**src/common/robPkg.sv**
```systemverilog
package robPkg;

	////////////////////////////////////////
	// Widths that carry a meaning
	////////////////////////////////////////

	typedef logic [5:0]  issueNoT;	// Wraps mod 64, wider than any buffer depth
	typedef logic [15:0] dataT;
	typedef logic [1:0]  opcodeT;

	// Instruction kinds
	localparam opcodeT opAdd   = 2'd0;
	localparam opcodeT opSub   = 2'd1;
	localparam opcodeT opLoad  = 2'd2;	// Base plus offset on pipe 1
	localparam opcodeT opStore = 2'd3;	// Base plus offset on pipe 2

	////////////////////////////////////////
	// Records passed between blocks
	////////////////////////////////////////

	typedef struct packed {
		opcodeT opcode;
		dataT   opA;
		dataT   opB;
	} instrS;

	// Request into one execution pipe
	typedef struct packed {
		issueNoT issueNo;
		logic    sub;		// Subtract instead of add
		dataT    opA;
		dataT    opB;
	} execReqS;

	typedef struct packed {
		issueNoT issueNo;
		dataT    result;
	} completionS;

	// Head entry offered to the hazard unit
	typedef struct packed {
		issueNoT issueNo;
		dataT    result;
	} commitS;

endpackage

```
**src/hdl/commitTop.sv**
```systemverilog
module commitTop #(
	parameter int numEntry    = 16,
	parameter int mathLatency = 4,
	parameter int ldstLatency = 2
)(
	input  logic           clock,
	input  logic           reset,
	input  logic           instrValid,
	input  robPkg::instrS  instr,
	output logic           instrStall,
	input  logic           commitGrant,
	output logic           commitReq,
	output robPkg::commitS commit,
	output logic           full,
	output logic           empty
);

	logic               store;
	robPkg::issueNoT    storeNo;
	logic               reqLdst1;
	logic               reqLdst2;
	logic               reqMath;
	robPkg::execReqS    req;	// Shared by the three pipes
	logic               doneLdst1;
	logic               doneLdst2;
	logic               doneMath;
	robPkg::completionS resLdst1;
	robPkg::completionS resLdst2;
	robPkg::completionS resMath;

	////////////////////////////////////////
	// Decode
	////////////////////////////////////////

	issueDecoder issueDec (
		.clock (clock), .reset (reset),
		.instrValid (instrValid), .instr (instr), .full (full),
		.instrStall (instrStall), .store (store), .storeNo (storeNo),
		.reqLdst1 (reqLdst1), .reqLdst2 (reqLdst2), .reqMath (reqMath),
		.req (req)
	);

	////////////////////////////////////////
	// Execute
	////////////////////////////////////////

	execPipe #(.latency (ldstLatency)) ldst1Pipe (
		.clock (clock), .reset (reset), .reqValid (reqLdst1), .req (req),
		.doneValid (doneLdst1), .done (resLdst1)
	);

	execPipe #(.latency (ldstLatency)) ldst2Pipe (
		.clock (clock), .reset (reset), .reqValid (reqLdst2), .req (req),
		.doneValid (doneLdst2), .done (resLdst2)
	);

	execPipe #(.latency (mathLatency)) mathPipe (	// Slowest pipe
		.clock (clock), .reset (reset), .reqValid (reqMath), .req (req),
		.doneValid (doneMath), .done (resMath)
	);

	// Result ordering
	reorderBuff #(.numEntry (numEntry)) rob (
		.clock (clock), .reset (reset), .store (store), .storeNo (storeNo),
		.doneLdst1 (doneLdst1), .doneLdst2 (doneLdst2), .doneMath (doneMath),
		.resLdst1 (resLdst1), .resLdst2 (resLdst2), .resMath (resMath),
		.commitGrant (commitGrant), .commitReq (commitReq), .commit (commit),
		.full (full), .empty (empty)
	);

endmodule

```
**src/hdl/execPipe.sv**
```systemverilog
module execPipe #(
	parameter int latency = 4
)(
	input  logic               clock,
	input  logic               reset,
	input  logic               reqValid,
	input  robPkg::execReqS    req,
	output logic               doneValid,
	output robPkg::completionS done
);

	robPkg::dataT       result;
	logic [latency-1:0] validSr;
	robPkg::completionS dataSr [latency];

	// Arithmetic happens before the first stage
	always_comb begin
		if (req.sub) begin
			result = req.opA - req.opB;
		end else begin
			result = req.opA + req.opB;	// Truncated to 16 bits
		end
	end

	////////////////////////////////////////
	// Delay line, one op per stage
	////////////////////////////////////////

	always_ff @(posedge clock) begin
		if (reset) begin
			validSr <= '0;
		end else begin
			validSr[0] <= reqValid;
			for (int k = 1; k < latency; k++) begin
				validSr[k] <= validSr[k-1];
			end
		end
	end

	always_ff @(posedge clock) begin
		dataSr[0] <= '{issueNo: req.issueNo, result: result};
		for (int k = 1; k < latency; k++) begin
			dataSr[k] <= dataSr[k-1];
		end
	end

	assign doneValid = validSr[latency-1];
	assign done      = dataSr[latency-1];

	// A zero-deep pipe has no stage to hold the result
	minLatency: assert property (
		@(posedge clock) latency >= 1
	);

endmodule

```
**src/hdl/issueDecoder.sv**
```systemverilog
module issueDecoder (
	input  logic            clock,
	input  logic            reset,
	input  logic            instrValid,
	input  robPkg::instrS   instr,
	input  logic            full,
	output logic            instrStall,
	output logic            store,
	output robPkg::issueNoT storeNo,
	output logic            reqLdst1,
	output logic            reqLdst2,
	output logic            reqMath,
	output robPkg::execReqS req
);

	logic            accept;
	logic            sub;
	logic            selLdst1;
	logic            selLdst2;
	logic            selMath;
	robPkg::issueNoT issueCount;	// Next issue number

	assign accept     = instrValid & ~full;
	assign instrStall = full;	// Source holds its instruction meanwhile

	// Reserve the buffer slot on the accepting edge
	assign store   = accept;
	assign storeNo = issueCount;

	////////////////////////////////////////
	// Opcode to pipe steering
	////////////////////////////////////////

	always_comb begin
		sub      = 1'b0;
		selLdst1 = 1'b0;
		selLdst2 = 1'b0;
		selMath  = 1'b0;
		case (instr.opcode)
			robPkg::opAdd: selMath = 1'b1;
			robPkg::opSub: begin
				selMath = 1'b1;
				sub     = 1'b1;
			end
			robPkg::opLoad:  selLdst1 = 1'b1;	// Address is base plus offset
			robPkg::opStore: selLdst2 = 1'b1;
			default: selMath = 1'b1;
		endcase
	end

	always_ff @(posedge clock) begin
		if (reset) begin
			issueCount <= '0;
			reqLdst1   <= 1'b0;
			reqLdst2   <= 1'b0;
			reqMath    <= 1'b0;
		end else begin
			if (accept) begin
				issueCount <= issueCount + 1'b1;	// Wraps past 63
			end
			reqLdst1 <= accept & selLdst1;
			reqLdst2 <= accept & selLdst2;
			reqMath  <= accept & selMath;
		end
	end

	// One request record, shared by all pipes
	always_ff @(posedge clock) begin
		if (accept) begin
			req <= '{issueNo: issueCount, sub: sub, opA: instr.opA, opB: instr.opB};
		end
	end

endmodule

```
**src/hdl/ringBuffCtrl.sv**
```systemverilog
module ringBuffCtrl #(
	parameter int numEntry = 16,
	localparam int addrWidth = $clog2(numEntry)
)(
	input  logic                 clock,
	input  logic                 reset,
	input  logic                 write,
	input  logic                 read,
	output logic [addrWidth-1:0] writeAddr,
	output logic [addrWidth-1:0] readAddr,
	output logic                 full,
	output logic                 empty
);

	localparam int countWidth = $clog2(numEntry + 1);

	logic [countWidth-1:0] count;	// Entries in use

	// Pointers wrap at the depth, which need not be a power of two
	always_ff @(posedge clock) begin
		if (reset) begin
			writeAddr <= '0;
			readAddr  <= '0;
			count     <= '0;
		end else begin
			if (write) begin
				writeAddr <= (writeAddr == addrWidth'(numEntry - 1)) ? '0 : writeAddr + 1'b1;
			end
			if (read) begin
				readAddr <= (readAddr == addrWidth'(numEntry - 1)) ? '0 : readAddr + 1'b1;
			end
			case ({write, read})
				2'b10:   count <= count + 1'b1;
				2'b01:   count <= count - 1'b1;
				default: count <= count;	// Both or neither
			endcase
		end
	end

	assign full  = (count == countWidth'(numEntry));
	assign empty = (count == '0);

	////////////////////////////////////////
	// Checks
	////////////////////////////////////////

	// Decoder must stall before the ring overflows
	noWriteWhenFull: assert property (
		@(posedge clock) disable iff (reset) write |-> !full
	);

	// Commit only ever offered for a stored entry
	noReadWhenEmpty: assert property (
		@(posedge clock) disable iff (reset) read |-> !empty
	);

endmodule

```
**src/reorderBuff/reorderBuff.sv**
```systemverilog
module reorderBuff #(
	parameter int numEntry = 16
)(
	input  logic                clock,
	input  logic                reset,
	input  logic                store,
	input  robPkg::issueNoT     storeNo,
	input  logic                doneLdst1,
	input  logic                doneLdst2,
	input  logic                doneMath,
	input  robPkg::completionS  resLdst1,
	input  robPkg::completionS  resLdst2,
	input  robPkg::completionS  resMath,
	input  logic                commitGrant,
	output logic                commitReq,
	output robPkg::commitS      commit,
	output logic                full,
	output logic                empty
);

	localparam int addrWidth = $clog2(numEntry);
	localparam int numPipe   = 3;

	typedef struct packed {
		logic            valid;
		logic            done;
		robPkg::issueNoT issueNo;
		robPkg::dataT    result;
	} entryS;

	entryS entries [numEntry];

	logic                 write;
	logic                 read;
	logic [addrWidth-1:0] writeAddr;
	logic [addrWidth-1:0] readAddr;

	logic [numPipe-1:0]  doneIn;
	robPkg::completionS  resIn [numPipe];
	logic [numPipe-1:0]  compValid;	// Completions latched for one cycle
	robPkg::completionS  comp [numPipe];
	logic [numEntry-1:0] hit [numPipe];	// Per pipe, which entry it finishes

	// Pipe order: ldst1, ldst2, math
	assign doneIn   = {doneMath, doneLdst2, doneLdst1};
	assign resIn[0] = resLdst1;
	assign resIn[1] = resLdst2;
	assign resIn[2] = resMath;

	////////////////////////////////////////
	// Completion capture
	////////////////////////////////////////

	always_ff @(posedge clock) begin
		if (reset) begin
			compValid <= '0;
		end else begin
			compValid <= doneIn;
		end
	end

	always_ff @(posedge clock) begin
		for (int p = 0; p < numPipe; p++) begin
			comp[p] <= resIn[p];
		end
	end

	// Match each latched completion against the live entries
	always_comb begin
		for (int p = 0; p < numPipe; p++) begin
			for (int i = 0; i < numEntry; i++) begin
				hit[p][i] = compValid[p] & entries[i].valid &
					(entries[i].issueNo == comp[p].issueNo);
			end
		end
	end

	////////////////////////////////////////
	// Entry table
	////////////////////////////////////////

	assign commitReq = entries[readAddr].valid & entries[readAddr].done;
	assign commit    = '{issueNo: entries[readAddr].issueNo, result: entries[readAddr].result};

	assign read  = commitReq & commitGrant;	// Retire on grant
	assign write = store;	// Decoder never stores while full

	always_ff @(posedge clock) begin
		if (reset) begin
			for (int i = 0; i < numEntry; i++) begin
				entries[i].valid <= 1'b0;
				entries[i].done  <= 1'b0;
			end
		end else begin
			for (int i = 0; i < numEntry; i++) begin
				for (int p = 0; p < numPipe; p++) begin
					if (hit[p][i]) begin
						entries[i].done   <= 1'b1;
						entries[i].result <= comp[p].result;
					end
				end
			end
			if (read) begin	// Only the granted head is freed
				entries[readAddr].valid <= 1'b0;
				entries[readAddr].done  <= 1'b0;
			end
			if (write) begin
				entries[writeAddr].valid   <= 1'b1;
				entries[writeAddr].done    <= 1'b0;
				entries[writeAddr].issueNo <= storeNo;
			end
		end
	end

	ringBuffCtrl #(
		.numEntry  (numEntry)
	) ringCtrl (
		.clock     (clock),
		.reset     (reset),
		.write     (write),
		.read      (read),
		.writeAddr (writeAddr),
		.readAddr  (readAddr),
		.full      (full),
		.empty     (empty)
	);

	// Every pipe result lands in exactly one reserved slot
	for (genvar p = 0; p < numPipe; p++) begin : gHitCheck
		oneMatch: assert property (
			@(posedge clock) disable iff (reset) compValid[p] |-> $onehot(hit[p])
		);
	end

endmodule

```
**config.mk**
```make
export PLATFORM = sky130hd
export DESIGN_NAME = commitTop
export DESIGN_NICKNAME = d
export VERILOG_FILES = /design/src/common/robPkg.sv /design/src/hdl/commitTop.sv /design/src/hdl/execPipe.sv /design/src/hdl/issueDecoder.sv /design/src/hdl/ringBuffCtrl.sv /design/src/reorderBuff/reorderBuff.sv
export SDC_FILE = /design/constraint.sdc
export NUM_CORES = 1
export LEC_CHECK = 0
export BUFFER_PORTS_ARGS = -buffer_cell sky130_fd_sc_hd__buf_2
export CAP_MARGIN = 10
export CORE_UTILIZATION = 50
export CTS_CLUSTER_DIAMETER = 120
export CTS_CLUSTER_SIZE = 12
export DETAILED_ROUTE_END_ITERATION = 7
export PLACE_DENSITY = 0.75
export SLEW_MARGIN = 20
export SYNTH_ARGS = -nofsm -noshare
export SYNTH_HDL_FRONTEND = slang
export SYNTH_SLANG_ARGS = --single-unit
```
**constraint.sdc**
```tcl
create_clock -name clock -period 9.2 [get_ports clock]
set_input_delay 0.46 -clock clock [delete_from_list [all_inputs] [get_ports clock]]
set_output_delay 0.46 -clock clock [all_outputs]
set_load 0.005 [all_outputs]
```
==> impl_metrics.ini <==
[cells_and_area]
finalNetCount = 2124
syn_to_final_growth_pct = 8.18
fillers = 4638
multi_input_area_um2 = 12100
fin_cells = 2857
post-route-cell-area_um2 = 30900
post_route_cells_drive_above_1_share = 0.260
seq_area_um2 = 15300

[power]
power_frac_comb = 0.098
cellLeakagePower_nw = 11.6
clockPowerShare = 0.353
vdd_drop_max_mv = 0.156
swShare = 0.256
p_per_area_nw_per_um2 = 189
seq_power_share = 0.550
p_sw_mw = 1.50
p_int_mw = 4.35
p_total_mw = 5.85

[yosys]
synth.area.top_cells = edfxtp_1 41%, dfxtp_1 13%, mux4_2 9.0%, mux2i_1 4.6%, xnor2_1 3.8%
ys_ff_latch = 570
syn_area_per_cell_um2 = 13.9
synth_most_common_cell = edfxtp_1
synth-async-reset-ratio = 0
synth_edf_count = 391
synth_area_um2 = 28500
synth_common_cells = 391 x edfxtp_1, 179 x dfxtp_1, 130 x mux2i_1
synth_ff_type = edfxtp_1
yosysUniqueCellTypes = 75
ys_seq_area_frac = 0.537
yosys_warnings = 0
synth_top_cell_by_area = edfxtp_1
syn-num-nets = 2115
yosys.area.top_type_share = 0.412
synthCells = 2046

[critical_path]
end_kind = flip-flop
cp_max_fo = 71
cp_data_required_time_ps = 9520
critPathSlowestCell = dfxtp_1
slowest_delay_ps = 1070
crit_type = flip-flop to flip-flop
critPathLaunchType = flip-flop
cp_data_arrival_time_ps = 5070
cp_cell_sequence = xnor2_1 -> nand3_1 -> or4_1 -> buf_4 -> o31ai_4 -> buf_4 -> a2111oi_4 -> buf_4 -> buf_4 -> a21oi_1
crit_path_frequent_cell = buf_4

[routing]
wl_per_cell_um = 24.5
wl_mm = 69.9
firstDrtPassIters = 6
drt.antenna.violating_nets = 0
drc = 0
route.vias.total = 16939
via_per_inst = 5.93
drt_iter0_markers = 1667

[clocking]
cts_buffers = 53
cts_setup_buffers = 0
cts_tree = yes
root_buffer = clkbuf_16
clockBufferDepth = 3
clock_sinks = 570
clkLatencyLatePin_ps = 640
postCtsResizedCells = 0
cts_hold_buf = 23
path_clk_slew_ps = 70
h-tree-depth = 2

[timing]
setup_ws_ps = 4460
rsz0062_at_grt = no
final.setup_skew_ps = 33.8
setup_viol = 0
max_slew.worst_pin.slew_ps = 1180
min_period_over_period = 0.516
slew_viol_final = 0
slew_headroom = 0.210
min_period_ps = 4740
max_freq_mhz = 211
setup_tns_ps = 0
final-hold-violation-count = 0

[floorplanning]
die_area_um2 = 58000
ios = 64
die_y_um = 241
start_util = 0.506
rows = 87
coreArea_um2 = 56400
die_w_um = 241

[job]
maxCapViolCount = 0

[placement]
portBuffers = 63
post-place-ws_ps = 4320
gp_congestion = 0.914
dp_cells = 2732
hpwl_mm = 43.2
place_area_um2 = 29000

[global_routing]
grt_pass1_wl_mm = 106
grt_max_degree = 72
overflow = 0
grt_pass1_vias = 17237
antenna_found_initial = 2
groute.usage.overall = 0.248

[status]
status = completed

[worst_hold_path]
hold_class = input pin to flip-flop
==> per-layer routing <==
layer  vias to the layer above  track usage  routed length [µm]
li1                       7577            -                   -
met1                      8493        0.323               28100
met2                       702        0.411               33900
met3                       165       0.0469                5350
met4                         2       0.0934                2570
met5                         -            0                  13
==> power by group through the flow <==
stage | logic [mW] | registers, mW | clock network, mW
6_report | 0.571 | 3.22 | 2.06
3_5_place_dp | 0.558 | 3.26 | 0
2_1_floorplan | 0.601 | 3.06 | 0
4_1_cts | 0.570 | 3.21 | 2.09
3_3_place_gp | 0.533 | 3.25 | 0
5_1_grt | 0.628 | 3.25 | 2.19
==> worst max-delay path: cells and delay by family (launching register included) <==
kind | cells | cell delay (ps)
AO/OA/AOI/OAI | 3 | 510
flip-flops | 1 | 1070
AND/OR/NAND/NOR | 2 | 320
buffers and inverters | 4 | 2350
XOR/XNOR | 1 | 130
==> logic make-up after synthesis <==
group / Yosys count / synth area share
AOI/OAI and AO/OA: 245 / 0.0673
xor gates and xnor gates: 229 / 0.0706
adders and majority gates: 31 / 0.0141
buffers and inverters: 196 / 0.0423
DFF: 570 / 0.537
muxes: 372 / 0.190
and+or+nand+nor: 403 / 0.0788
==> per-stage QoR <==
step           utilization  hold WS (ps)
4_1_cts              0.547       0.00178
2_1_floorplan            -           310
3_5_place_dp         0.515           312
3_3_place_gp         0.515           310
6_report             0.547          21.7
5_1_grt              0.547          4.09
==> layout make-up <==
cell class                 count  share of cell area
clock inverter                 4             0.00243
sequential                   570               0.497
timing repair buffer         121              0.0263
multi-input combinational   1280               0.392
antenna                        1           0.0000811
clock buffer                  96              0.0482
inverter                      29             0.00353
tap                          756              0.0306
==> final timing paths <==
check,endpoint,startpoint,cells past startpoint,slack (ps)
setup / recovery,rob.entries[0][0]$_DFFE_PP_,rob.comp[0][65]$_DFF_P_,10,4460
hold / removal,issueDec.req[16]$_DFFE_PP_,instr[16],1,20
setup reg to reg,rob.entries[0][0]$_DFFE_PP_,rob.comp[0][65]$_DFF_P_,10,4460
hold reg to reg,rob.comp[0][64]$_DFF_P_,mathPipe.dataSr[3][20]$_DFF_P_,0,320
==> state kept, by name (all words and copies together), names as in the netlist, named ones only <==
register	flops
rob.entries	384
mathPipe.dataSr	44
ldst1Pipe.dataSr	43
issueDec.req	39
rob.comp	23
issueDec.storeNo	6
rob.ringCtrl.count	5
mathPipe.validSr	4
rob.ringCtrl.readAddr	4
rob.ringCtrl.writeAddr	4
rob.compValid	3
ldst1Pipe.validSr	2
ldst2Pipe.validSr	2
issueDec.reqLdst1	1
issueDec.reqLdst2	1
issueDec.reqMath	1
==> cell usage in the layout (no fill, tap or decap), types with 27 or more instances in the layout <==
cell type	count
buf_4	34
clkbuf_16	53
nor2b_1	39
nand3_1	37
mux2_4	28
inv_1	27
and2_1	101
ha_1	29
buf_2	63
mux2i_1	130
clkbuf_1	43
mux2_2	90
dfxtp_1	176
xor2_1	103
mux4_2	114
nand2_1	50
a21oi_1	50
a21oi_2	120
edfxtp_1	391
nor2_1	74
xnor2_1	125
Power figures use the tool's default switching activity.
